[src/fp16_add_pkg.sv]
/*
 * FP16 adder shared definitions
 * Field widths, rounding-mode codes, flag positions, canonical words
 * and the half-precision word type used by every pipeline stage
 */
package fp16_add_pkg;

    // Half-precision field widths
    localparam int EXP_W  = 5;
    localparam int FRAC_W = 10;
    // Working fraction: hidden bit, ten fraction bits, guard, sticky
    localparam int WORK_W = 13;

    // All-ones exponent marks infinity and NaN
    localparam logic [EXP_W-1:0] EXP_MAX = 5'd31;
    // Largest finite exponent, a carry here overflows
    localparam logic [EXP_W-1:0] EXP_TOP = 5'd30;

    // Rounding-mode codes
    localparam logic [2:0] RM_RNE = 3'b000;
    localparam logic [2:0] RM_RTZ = 3'b001;
    localparam logic [2:0] RM_RDN = 3'b010;
    localparam logic [2:0] RM_RUP = 3'b011;
    localparam logic [2:0] RM_RMM = 3'b100;

    // Bit positions in the exception flag word
    localparam int FLAG_NV = 4;
    localparam int FLAG_DZ = 3;
    localparam int FLAG_OF = 2;
    localparam int FLAG_UF = 1;
    localparam int FLAG_NX = 0;

    // Canonical quiet NaN
    localparam logic [15:0] QNAN_WORD = 16'h7E00;
    // Infinity magnitude, sign bit left out
    localparam logic [14:0] INF_MAG   = 15'h7C00;

    typedef struct packed {
        logic              sign;
        logic [EXP_W-1:0]  exp;
        logic [FRAC_W-1:0] frac;
    } fp16_fields_t;

    // One FP16 word, seen as raw bits or as its fields
    typedef union packed {
        logic [15:0]  raw;
        fp16_fields_t f;
    } fp16_t;

endpackage

[src/fp16_stage_if.sv]
/*
 * FP16 adder stage link
 * Carries one in-flight addition from one pipeline stage to the next
 */
`timescale 1ns/1ps

interface fp16_stage_if;
    import fp16_add_pkg::*;

    logic              valid;
    logic [2:0]        frm;
    logic              sign;
    logic [EXP_W-1:0]  exp_max;
    // Aligned operands, live on the align to mantissa link
    logic [WORK_W-1:0] frac_a;
    logic [WORK_W-1:0] frac_b;
    logic              eff_sub;
    // Raw sum and carry-out, live on the mantissa to round link
    logic [WORK_W-1:0] frac_sum;
    logic              carry;
    // Infinite operand and invalid operation
    logic              ovf_in;
    logic              inv;

    modport sender (
        output valid, frm, sign, exp_max, frac_a, frac_b, eff_sub,
               frac_sum, carry, ovf_in, inv
    );

    modport receiver (
        input valid, frm, sign, exp_max, frac_a, frac_b, eff_sub,
              frac_sum, carry, ovf_in, inv
    );

endinterface

[src/fp16_add_align.sv]
/*
 * FP16 adder stage 1
 * Classifies both operands, puts the larger one first and shifts
 * the smaller fraction right with guard and sticky bits
 */
`timescale 1ns/1ps

module fp16_add_align (
    input  logic                clk,
    input  logic                rst_n,
    input  logic                in_valid,
    input  fp16_add_pkg::fp16_t a,
    input  fp16_add_pkg::fp16_t b,
    input  logic [2:0]          frm,
    fp16_stage_if.sender        s12
);
    import fp16_add_pkg::*;

    logic              a_zero;
    logic              b_zero;
    logic              a_inf;
    logic              b_inf;
    logic              a_nan;
    logic              b_nan;
    logic [WORK_W-1:0] a_work;
    logic [WORK_W-1:0] b_work;
    logic              swap;
    logic              big_sign;
    logic [EXP_W-1:0]  big_exp;
    logic [EXP_W-1:0]  small_exp;
    logic [WORK_W-1:0] big_work;
    logic [WORK_W-1:0] small_work;
    logic [EXP_W-1:0]  diff;
    logic [WORK_W-1:0] small_shift;
    logic              lost;
    logic              inv_next;

    // Exponent zero is zero here, subnormals included
    assign a_zero = (a.f.exp == '0);
    assign b_zero = (b.f.exp == '0);
    assign a_inf  = (a.f.exp == EXP_MAX) && (a.f.frac == '0);
    assign b_inf  = (b.f.exp == EXP_MAX) && (b.f.frac == '0);
    assign a_nan  = (a.f.exp == EXP_MAX) && (a.f.frac != '0);
    assign b_nan  = (b.f.exp == EXP_MAX) && (b.f.frac != '0);

    // Hidden bit, fraction, then empty guard and sticky slots
    assign a_work = a_zero ? '0 : {1'b1, a.f.frac, 2'b00};
    assign b_work = b_zero ? '0 : {1'b1, b.f.frac, 2'b00};

    // Order by exponent first, ties broken on the fraction
    assign swap = (b.f.exp > a.f.exp) ||
                  ((b.f.exp == a.f.exp) && (b_work > a_work));

    assign big_sign   = swap ? b.f.sign : a.f.sign;
    assign big_exp    = swap ? b.f.exp  : a.f.exp;
    assign small_exp  = swap ? a.f.exp  : b.f.exp;
    assign big_work   = swap ? b_work   : a_work;
    assign small_work = swap ? a_work   : b_work;

    assign diff        = big_exp - small_exp;
    assign small_shift = small_work >> diff;
    // Any set bit below the shift distance falls off the end
    assign lost = |(small_work & ~({WORK_W{1'b1}} << diff));

    // NaN in, or infinities of opposite sign
    assign inv_next = a_nan || b_nan || (a_inf && b_inf && (a.f.sign != b.f.sign));

    // Not carried on this link
    assign s12.frac_sum = '0;
    assign s12.carry    = 1'b0;

    always_ff @(posedge clk) begin
        if (!rst_n) begin
            s12.valid <= 1'b0;
        end else begin
            s12.valid <= in_valid;
        end
    end

    always_ff @(posedge clk) begin
        s12.frm     <= frm;
        s12.sign    <= big_sign;
        s12.exp_max <= big_exp;
        s12.frac_a  <= big_work;
        // Sticky folds into the lowest bit
        s12.frac_b  <= {small_shift[WORK_W-1:1], small_shift[0] | lost};
        s12.eff_sub <= a.f.sign ^ b.f.sign;
        s12.inv     <= inv_next;
        s12.ovf_in  <= (a_inf || b_inf) && !inv_next;
    end

    // Stage strobe stays known once out of reset
    assert property (@(posedge clk) disable iff (!rst_n) !$isunknown(s12.valid))
        else $error("align valid is unknown");

endmodule

[src/fp16_add_mantissa.sv]
/*
 * FP16 adder stage 2
 * Adds or subtracts the aligned fractions and registers the raw sum,
 * its carry-out and the result sign
 */
`timescale 1ns/1ps

module fp16_add_mantissa (
    input  logic            clk,
    input  logic            rst_n,
    fp16_stage_if.receiver  s12,
    fp16_stage_if.sender    s23
);
    import fp16_add_pkg::*;

    logic [WORK_W:0] wide_sum;
    logic            cancel;
    logic            sign_next;

    always_comb begin
        // One extra bit on top catches the carry-out
        if (s12.eff_sub) begin
            wide_sum = {1'b0, s12.frac_a} - {1'b0, s12.frac_b};
        end else begin
            wide_sum = {1'b0, s12.frac_a} + {1'b0, s12.frac_b};
        end
    end

    // Exact cancellation of opposite-signed operands
    assign cancel = s12.eff_sub && (wide_sum == '0) && !s12.ovf_in;

    // Zero from cancellation is +0, except -0 when rounding down
    assign sign_next = cancel ? (s12.frm == RM_RDN) : s12.sign;

    // Operand fields end here
    assign s23.frac_a  = '0;
    assign s23.frac_b  = '0;
    assign s23.eff_sub = 1'b0;

    always_ff @(posedge clk) begin
        if (!rst_n) begin
            s23.valid <= 1'b0;
        end else begin
            s23.valid <= s12.valid;
        end
    end

    always_ff @(posedge clk) begin
        s23.frm      <= s12.frm;
        s23.sign     <= sign_next;
        s23.exp_max  <= s12.exp_max;
        s23.frac_sum <= wide_sum[WORK_W-1:0];
        s23.carry    <= wide_sum[WORK_W];
        s23.ovf_in   <= s12.ovf_in;
        s23.inv      <= s12.inv;
    end

    // Aligner puts the larger magnitude first, so a subtract never borrows
    assert property (@(posedge clk) disable iff (!rst_n)
        (s12.valid && s12.eff_sub) |-> (s12.frac_a >= s12.frac_b))
        else $error("subtract with frac_a below frac_b");

endmodule

[src/fp16_add_round.sv]
/*
 * FP16 adder stage 3
 * Normalizes the raw sum, rounds it per the rounding mode, detects
 * overflow and underflow and builds the result word and flags
 */
`timescale 1ns/1ps

module fp16_add_round (
    input  logic                clk,
    input  logic                rst_n,
    fp16_stage_if.receiver      s23,
    output logic                out_valid,
    output fp16_add_pkg::fp16_t result,
    output logic [4:0]          flags
);
    import fp16_add_pkg::*;

    logic [3:0]        lzc;
    logic [WORK_W-1:0] norm_frac;
    logic [11:0]       round_this;
    logic [EXP_W:0]    exp_norm;
    logic [EXP_W:0]    exp_final;
    logic              sum_zero;
    logic              unf;
    logic              ovf;
    logic [2:0]        mode;
    logic              lsb;
    logic              guard;
    logic              sticky;
    logic              rnd_up;
    logic [FRAC_W:0]   mant_rnd;
    fp16_t             res_next;
    logic [4:0]        flag_next;

    // Count of zeros above the leading one, 13 for an all-zero sum
    function automatic logic [3:0] lead_zeros(input logic [WORK_W-1:0] v);
        logic [3:0] n;
        logic       found;
        n = 4'd0;
        found = 1'b0;
        for (int i = WORK_W - 1; i >= 0; i--) begin
            if (!found) begin
                if (v[i]) begin
                    found = 1'b1;
                end else begin
                    n = n + 4'd1;
                end
            end
        end
        return n;
    endfunction

    assign lzc       = lead_zeros(s23.frac_sum);
    assign norm_frac = s23.frac_sum << lzc;
    assign sum_zero  = (s23.frac_sum == '0) && !s23.carry;

    // Normalize
    always_comb begin
        unf = 1'b0;
        if (s23.carry) begin
            // Carry is the new hidden bit, drop one place and keep sticky
            round_this = {s23.frac_sum[WORK_W-1:2], s23.frac_sum[1] | s23.frac_sum[0]};
            exp_norm   = {1'b0, s23.exp_max} + 6'd1;
        end else begin
            round_this = norm_frac[11:0];
            exp_norm   = {1'b0, s23.exp_max} - {2'b00, lzc};
            // A zero exponent would be subnormal, so it flushes too
            unf = !sum_zero && ({2'b00, lzc} >= {1'b0, s23.exp_max});
        end
    end

    // Unused mode codes fall back to nearest even
    assign mode   = (s23.frm > RM_RMM) ? RM_RNE : s23.frm;
    assign lsb    = round_this[2];
    assign guard  = round_this[1];
    assign sticky = round_this[0];

    always_comb begin
        case (mode)
            RM_RNE:  rnd_up = guard & (sticky | lsb);
            RM_RTZ:  rnd_up = 1'b0;
            RM_RDN:  rnd_up = s23.sign & (guard | sticky);
            RM_RUP:  rnd_up = ~s23.sign & (guard | sticky);
            RM_RMM:  rnd_up = guard;
            default: rnd_up = guard & (sticky | lsb);
        endcase
    end

    // Mantissa carry bumps the exponent, fraction wraps to zero
    assign mant_rnd  = {1'b0, round_this[11:2]} + {{FRAC_W{1'b0}}, rnd_up};
    assign exp_final = exp_norm + {{EXP_W{1'b0}}, mant_rnd[FRAC_W]};
    // Covers a carry at EXP_TOP and a rounding carry into EXP_MAX
    assign ovf = !sum_zero && !unf && (exp_final >= {1'b0, EXP_MAX});

    // Result select, first match wins
    always_comb begin
        res_next.raw = '0;
        flag_next    = '0;
        if (s23.inv) begin
            res_next.raw       = QNAN_WORD;
            flag_next[FLAG_NV] = 1'b1;
        end else if (s23.ovf_in) begin
            // Infinite operand passes through exactly
            res_next.f.sign = s23.sign;
            {res_next.f.exp, res_next.f.frac} = INF_MAG;
        end else if (ovf) begin
            res_next.f.sign = s23.sign;
            {res_next.f.exp, res_next.f.frac} = INF_MAG;
            flag_next[FLAG_OF] = 1'b1;
            flag_next[FLAG_NX] = 1'b1;
        end else if (unf) begin
            res_next.f.sign    = s23.sign;
            flag_next[FLAG_UF] = 1'b1;
            flag_next[FLAG_NX] = 1'b1;
        end else if (sum_zero) begin
            res_next.f.sign = s23.sign;
        end else begin
            res_next.f.sign    = s23.sign;
            res_next.f.exp     = exp_final[EXP_W-1:0];
            res_next.f.frac    = mant_rnd[FRAC_W-1:0];
            flag_next[FLAG_NX] = guard | sticky;
        end
        // No division, so DZ never rises
        flag_next[FLAG_DZ] = 1'b0;
    end

    always_ff @(posedge clk) begin
        if (!rst_n) begin
            out_valid <= 1'b0;
        end else begin
            out_valid <= s23.valid;
        end
    end

    always_ff @(posedge clk) begin
        result <= res_next;
        flags  <= flag_next;
    end

    // A live stage 2 item leaves one cycle later with a fully known word
    assert property (@(posedge clk) disable iff (!rst_n)
        s23.valid |=> (out_valid && !$isunknown({result, flags})))
        else $error("stage 3 item missing or unknown at the output");

endmodule

[src/fp16_add_top.sv]
/*
 * FP16 adder top level
 * Three-stage pipelined half-precision adder, one result per cycle,
 * align then mantissa add then normalize and round
 */
`timescale 1ns/1ps

module fp16_add_top (
    input  logic        clk,
    input  logic        rst_n,
    input  logic        in_valid,
    input  logic [15:0] a,
    input  logic [15:0] b,
    input  logic [2:0]  frm,
    output logic        out_valid,
    output logic [15:0] result,
    output logic [4:0]  flags
);

    // Align to mantissa link
    fp16_stage_if s12 ();
    // Mantissa to round link
    fp16_stage_if s23 ();

    fp16_add_align u_align (
        .clk      (clk),
        .rst_n    (rst_n),
        .in_valid (in_valid),
        .a        (a),
        .b        (b),
        .frm      (frm),
        .s12      (s12.sender)
    );

    fp16_add_mantissa u_mantissa (
        .clk   (clk),
        .rst_n (rst_n),
        .s12   (s12.receiver),
        .s23   (s23.sender)
    );

    fp16_add_round u_round (
        .clk       (clk),
        .rst_n     (rst_n),
        .s23       (s23.receiver),
        .out_valid (out_valid),
        .result    (result),
        .flags     (flags)
    );

endmodule

[config.mk]
export PLATFORM = sky130hd
export DESIGN_NAME = fp16_add_top
export DESIGN_NICKNAME = d
export VERILOG_FILES = /design/src/fp16_add_pkg.sv /design/src/fp16_stage_if.sv /design/src/fp16_add_align.sv /design/src/fp16_add_mantissa.sv /design/src/fp16_add_round.sv /design/src/fp16_add_top.sv
export SDC_FILE = /design/constraint.sdc
export NUM_CORES = 1
export LEC_CHECK = 0
export BUFFER_PORTS_ARGS = -buffer_cell sky130_fd_sc_hd__buf_2
export CORE_MARGIN = 2
export CORE_UTILIZATION = 34
export DETAILED_ROUTE_END_ITERATION = 8
export GPL_TIMING_DRIVEN = 0
export SYNTH_ARGS = -nofsm -noshare
export SYNTH_HDL_FRONTEND = slang
export SYNTH_SLANG_ARGS = --single-unit
[constraint.sdc]
create_clock -name clk -period 14.8 [get_ports clk]
set_input_delay 0.74 -clock clk [delete_from_list [all_inputs] [get_ports clk]]
set_output_delay 0.74 -clock clk [all_outputs]
set_load 0.01 [all_outputs]
==> flow_metrics.env, run 1 <==
export IMPL_dp_hpwl_mm=13.75
export IMPL_area_growth_pct=13.97
export IMPL_power_density_mw_per_mm2=195.9
export IMPL_pre_cts_slack_ns=1.831
export IMPL_drive_gt1_frac=0.1216
export IMPL_start_util=0.3496
export IMPL_synthSimpleGateAreaFrac=0.2385
export IMPL_final_cell_mix="dfxtp_1 (84), nor2_1 (81), nand2_1 (79), buf_2 (60), a21oi_1 (51)"
export IMPL_first_iter_violations=401
export IMPL_cpMostUsedCell="ha_1"
export IMPL_antenna_found_initial=0
export IMPL_synth_cells=839
export IMPL_htreeDepth=3
export IMPL_drcViolationCount=0
export IMPL_final_common_cell="dfxtp_1"
export IMPL_dr_pass1_iters=6
export IMPL_port_buffers=58
export IMPL_synth_mux_area_frac=0.06937
export IMPL_avgSynthCellArea_um2=7.847
export IMPL_core_mm2=0.01883
export IMPL_tightest_slew_ns=0.8976
export IMPL_slowest_delay_ns=0.58
export IMPL_fin_setup_tns_ns=0
export IMPL_arrival_ns=13.32
export IMPL_finalMaxSlewViolations=0
export IMPL_final_antenna_net_count=0
export IMPL_grt_start_max_net_pins=19
export IMPL_path_max_fanout=10
export IMPL_grt_pass1_wl_mm=27.60
export IMPL_cts_sinks=84
export IMPL_synth_area_mm2=0.006584
export IMPL_grt_pass1_vias=5699
export IMPL_slew_headroom=0.3980
export IMPL_fin_worst_skew_ns=0.007465
export IMPL_cts_tree="done"
export IMPL_finalHoldViolations=0
export IMPL_reg2reg_slack_ns=1.73
export IMPL_worstPathRequired_ns=15.05
export IMPL_gp_congestion=0.8899
export IMPL_r2r_cells=60
export IMPL_layout_nets=996
export IMPL_die_area_mm2=0.02049
export IMPL_setup_viol=0
export IMPL_max_freq_ghz=0.07650
export IMPL_yosys_register_bits=84
export IMPL_cts_buffer_depth=2
export IMPL_grt_total_usage=0.1681
export IMPL_r2r_start="u_mantissa.s23.frac_sum[11]"
export IMPL_std_cell_rows=50
export IMPL_cp_slowest_cell="dfxtp_1"
export IMPL_ys_seq_area_frac=0.2554
export IMPL_place_inst=1157
export IMPL_synth_edff_count=0
export IMPL_cts_root_buf="clkbuf_16"
export IMPL_cap_violations=0
export IMPL_worstHoldPathType="reg2reg"
export IMPL_ctsResizeCount=0
export IMPL_worstSetupPathType="reg2reg"
export IMPL_cts_setup_buffers=0
export IMPL_die_w_um=143.2
export IMPL_routedWlPerCell_um=14.41
export IMPL_worst_setup_path_end_kind="flip-flop"
export IMPL_synth_xor_area_frac=0.07545
export IMPL_yosys_area_share_adder=0.09768
export IMPL_num_antenna_cells=0
export IMPL_clock_latency_ns=0.35
export IMPL_vias=6241
export IMPL_hold_buffers=0
export IMPL_finalCritPeriodShare=0.8832
export IMPL_yosys_warnings=0
export IMPL_p_leak_nw=3.297
export IMPL_min_from="u_align.s12.exp_max[2]"
export IMPL_hold_path_end="u_mantissa.s23.exp_max[2]"
export IMPL_synthFlopType="dfxtp_1"
export IMPL_ys_types=82
export IMPL_worst_slack_ns=1.728
export IMPL_r2r_end="u_round.result[13]"
export IMPL_outcome="finished clean"
export IMPL_synth_compound_area_frac=0.2119
export IMPL_die_y_um=143.2
export IMPL_rsz0062_at_grt="no"
export IMPL_cts_buffers_inserted=9
export IMPL_synth_fp_nets=927
export IMPL_min_period_ns=13.07
export IMPL_pin_count=60
export IMPL_synth_async_reset_ratio=0
export IMPL_whs_path_depth=0
export IMPL_overflow=0
export IMPL_ir_drop_v=0.00007758
export IMPL_synth_top_family_by_area="simple AND/OR/NAND/NOR gates"
export IMPL_final_cells=1173
export IMPL_cts_reportedPaths_clkPinSlew_ns=0.07
export IMPL_vias_per_cell=5.321
export IMPL_drt_total_wl_mm=16.90
export IMPL_start_kind="flip-flop"
## through the flow
stage	util	area, um^2	power (mW)	hold WS, ns
CTS	0.3985	7503	1.471	0.3291
global placement	0.3823	7199	1.230	0.3104
global route	0.3985	7503	1.600	0.3322
floorplan	-	6584	1.027	0.3096
finish	0.3985	7503	1.470	0.3264
detailed placement	0.3823	7199	1.241	0.3121
## synth_stat cells, types with 13 or more instances
cell type | number | area share
xnor2_1 | 34 | 0.045
nor2b_1 | 17 | 0.016
dfxtp_1 | 84 | 0.26
ha_1 | 49 | 0.093
nor3_1 | 19 | 0.014
a21oi_1 | 51 | 0.039
clkbuf_1 | 30 | 0.017
nand3_1 | 20 | 0.015
a21o_1 | 13 | 0.015
inv_1 | 45 | 0.026
nand2_1 | 79 | 0.045
xor2_1 | 15 | 0.020
mux2i_1 | 33 | 0.050
nor4_1 | 17 | 0.016
nor2_1 | 81 | 0.046
o21ai_0 | 48 | 0.036
## how the worst max path moves through the flow
stage,startpoint,endpoint,slack [ns],depth (start not counted)
2_1_floorplan,u_mantissa.s23.frac_sum[12],u_round.result[13],3.80,60
3_3_place_gp,u_mantissa.s23.frac_sum[11],u_round.result[13],2.04,60
3_5_place_dp,u_mantissa.s23.frac_sum[11],u_round.result[13],1.83,60
4_1_cts,u_mantissa.s23.frac_sum[11],u_round.result[13],1.75,60
5_1_grt,u_mantissa.s23.frac_sum[11],u_round.result[13],0.48,60
6_report,u_mantissa.s23.frac_sum[11],u_round.result[13],1.73,60
## cell families (layout without fill, tap and decap cells)
logic type	after synthesis	in the layout
buf+inv	84	158
compound gates	211	211
fa+ha+maj	51	51
flops	84	84
mux	44	44
other cells	1	1
simple gates	312	312
xor+xnor	52	52
## sequential cells by signal, indices dropped and copies added, names as in the netlist
register / cells
u_mantissa.s23.valid: 1
u_mantissa.s23.ovf_in: 1
u_mantissa.s23.frac_sum: 13
u_round.result: 16
u_align.s12.frac_b: 13
u_mantissa.s23.exp_max: 5
u_align.s12.ovf_in: 1
u_round.flags: 4
u_mantissa.s23.inv: 1
u_align.s12.inv: 1
u_align.s12.valid: 1
u_align.s12.exp_max: 5
u_mantissa.s23.sign: 1
u_align.s12.sign: 1
u_align.s12.frac_a: 11
u_align.s12.frm: 3
u_mantissa.s23.frm: 3
u_mantissa.s23.carry: 1
u_round.out_valid: 1
u_align.s12.eff_sub: 1
## final cells by class
| cell class | instances | area, um^2 |
|---|---|---|
| repair buffers | 58 | 290.3 |
| well taps | 260 | 325.3 |
| clock inverters | 7 | 78.83 |
| fillers | 1964 | 11330 |
| plain buffers | 35 | 152.6 |
| inverters | 49 | 183.9 |
| flip-flops and latches | 84 | 1682 |
| clock buffers | 9 | 225.2 |
| multi-input cells | 671 | 4566 |
## power by group
part / total, mW / internal, mW / switching (mW) / leakage (nW)
sequential: 0.339 / 0.292 / 0.0472 / 0.701
combinational: 0.906 / 0.376 / 0.530 / 2.45
clock: 0.224 / 0.120 / 0.104 / 0.150
## routing by layer
layer,global-route usage,wire length [um]
met5,0,0
met4,0.06879,372
met3,0.02649,827
met2,0.2833,7811
met1,0.2138,7893
## worst max-delay path: cells and delay by family, from the launching register on
family	cells	cell delay (ns)
adder cells (fa/ha/maj)	14	3.96
AO/OA/AOI/OAI	19	3.63
AND/OR/NAND/NOR	17	2.81
multiplexers	5	1.07
buffers and inverters	3	0.61
flip-flops	1	0.58
XOR/XNOR	2	0.29
Note: power is estimated with default switching activity, not from simulation.
==> run 2: changes to the inputs <==
--- a/config.mk
+++ b/config.mk
@@ -6,8 +6,8 @@
 export NUM_CORES = 1
 export LEC_CHECK = 0
 export BUFFER_PORTS_ARGS = -buffer_cell sky130_fd_sc_hd__buf_2
-export CORE_MARGIN = 2
-export CORE_UTILIZATION = 34
+export CORE_ASPECT_RATIO = 1.25
+export CORE_UTILIZATION = 35
 export DETAILED_ROUTE_END_ITERATION = 8
 export GPL_TIMING_DRIVEN = 0
 export SYNTH_ARGS = -nofsm -noshare
==> run 2 against run 1 <==
Net effect: first-iteration DRC count shrank 16%; global-route usage is 0.94 points higher; sequential share of layout area increased by 0.13 points; final cell count fell by 2.7%; final area shrank 0.57%; maximum frequency increased by 0.99%; setup slack improved by 0.13 ns; non-clock buffer count stayed put; power down 1.1%; clock power down 2%; sequential power hardly changed; wire length fell by 0.11%; critical path type unchanged; critical endpoint unchanged; highest routed layer unchanged.
==> flow_metrics.env, run 2 (synthesized netlist as in run 1, its figures left out) <==
export IMPL_die_area_mm2=0.01937
export IMPL_grt_pass1_vias=5926
export IMPL_dr_pass1_iters=7
export IMPL_cts_tree="done"
export IMPL_grt_start_max_net_pins=19
export IMPL_grt_total_usage=0.1776
export IMPL_port_buffers=58
export IMPL_layout_nets=996
export IMPL_std_cell_rows=55
export IMPL_dp_hpwl_mm=13.95
export IMPL_worstSetupPathType="reg2reg"
export IMPL_hold_buffers=0
export IMPL_fill_cells=1868
export IMPL_power_density_mw_per_mm2=194.8
export IMPL_num_antenna_cells=0
export IMPL_worstPathRequired_ns=15.04
export IMPL_core_mm2=0.01824
export IMPL_cts_buffer_depth=2
export IMPL_vias_per_cell=5.404
export IMPL_cts_setup_buffers=0
export IMPL_start_util=0.3610
export IMPL_finalCritPeriodShare=0.8745
export IMPL_slowest_delay_ns=0.71
export IMPL_finalHoldViolations=0
export IMPL_final_cell_mix="dfxtp_1 (84), nor2_1 (81), nand2_1 (79), buf_2 (60), a21oi_1 (51)"
export IMPL_crit_family="adder cells"
export IMPL_pre_cts_slack_ns=2.003
export IMPL_die_y_um=155.3
export IMPL_arrival_ns=13.18
export IMPL_antenna_found_initial=0
export IMPL_tightest_slew_ns=0.9568
export IMPL_overflow=0
export IMPL_drcViolationCount=0
export IMPL_pin_count=60
export IMPL_worst_setup_path_end_kind="flip-flop"
export IMPL_path_buf_inv=3
export IMPL_ctsResizeCount=0
export IMPL_first_iter_violations=338
export IMPL_worst_slack_ns=1.857
export IMPL_cts_buffers_inserted=9
export IMPL_cts_sinks=84
export IMPL_die_w_um=124.7
export IMPL_fin_setup_tns_ns=0
export IMPL_ir_drop_v=0.00006659
export IMPL_routedWlPerCell_um=14.80
export IMPL_cap_violations=0
export IMPL_largest_reg_flops=16
export IMPL_path_max_fanout=10
export IMPL_grt_pass1_wl_mm=28.05
export IMPL_htreeDepth=3
export IMPL_start_kind="flip-flop"
export IMPL_largestRegisters="u_round.result x16, u_align.s12.frac_b x13, u_mantissa.s23.frac_sum x13"
export IMPL_final_antenna_net_count=0
export IMPL_finalMaxSlewViolations=0
export IMPL_cts_root_buf="clkbuf_16"
export IMPL_gp_congestion=0.8770
export IMPL_rsz0062_at_grt="no"
export IMPL_drive_gt1_frac=0.1216
export IMPL_largest_register="u_round.result"
export IMPL_cpMostUsedCell="ha_1"
export IMPL_clock_latency_ns=0.34
export IMPL_area_growth_pct=13.32
export IMPL_worstHoldPathType="reg2reg"
export IMPL_cts_reportedPaths_clkPinSlew_ns=0.07
export IMPL_final_common_cell="dfxtp_1"
export IMPL_fin_worst_skew_ns=0.01043
export IMPL_slew_headroom=0.3583
export IMPL_outcome="finished clean"
export IMPL_setup_viol=0
export IMPL_drt_total_wl_mm=16.89
export IMPL_min_period_ns=12.94
export IMPL_max_freq_ghz=0.07726
export IMPL_vias=6166
export IMPL_p_leak_nw=3.296
export IMPL_cp_slowest_cell="nor4bb_1"
run 2: metrics by stage:
step	total power [mW]	hold slack, ns	util	cell area, um^2	instances
2_1_floorplan	1.027	0.3096	-	6584	839
3_3_place_gp	1.229	0.3104	0.3926	7159	1125
3_5_place_dp	1.235	0.3121	0.3926	7159	1125
4_1_cts	1.459	0.3266	0.4091	7461	1141
5_1_grt	1.594	0.3352	0.4091	7461	1141
6_report	1.454	0.3253	0.4091	7461	1141
run 2: worst paths after layout:
| path | cells past startpoint | from | endpoint | slack [ns] |
|---|---|---|---|---|
| hold / removal | 0 | u_align.s12.exp_max[0] | u_mantissa.s23.exp_max[0] | 0.33 |
| hold reg to reg | 0 | u_align.s12.exp_max[0] | u_mantissa.s23.exp_max[0] | 0.33 |
| setup reg to reg | 60 | u_mantissa.s23.frac_sum[11] | u_round.result[13] | 1.86 |
| setup / recovery | 60 | u_mantissa.s23.frac_sum[11] | u_round.result[13] | 1.86 |
run 2: cell type report:
cell class / count / area [um^2] / area share
multi-input cells: 671 / 4566 / 0.6119
clock inverters: 7 / 76.32 / 0.01023
repair buffers: 58 / 290.3 / 0.03891
clock buffers: 9 / 225.2 / 0.03019
plain buffers: 35 / 152.6 / 0.02046
flip-flops and latches: 84 / 1682 / 0.2254
well taps: 228 / 285.3 / 0.03824
inverters: 49 / 183.9 / 0.02465
run 2: power breakdown:
part	switching [mW]	leakage (nW)	internal, mW
Sequential	0.0472	0.701	0.292
Combinational	0.520	2.45	0.375
Clock	0.100	0.149	0.120
Total	0.667	3.30	0.787
run 2: worst register-to-register path, delay by kind of cell, from the launching register on:
kind	cells	cell delay, ns
compound gates	19	3.41
xor+xnor	2	0.28
fa+ha+maj	14	3.87
buf+inv	3	0.60
flops	1	0.55
mux	5	1.24
simple gates	17	2.89
run 2: routing by layer:
metal | up-vias | global-route usage | part of all wire
li1 | 3171 | - | -
met1 | 2813 | 0.1962 | 0.42
met2 | 152 | 0.3354 | 0.52
met3 | 30 | 0.02442 | 0.035
met4 | 0 | 0.07803 | 0.027
met5 | - | 0 | 0
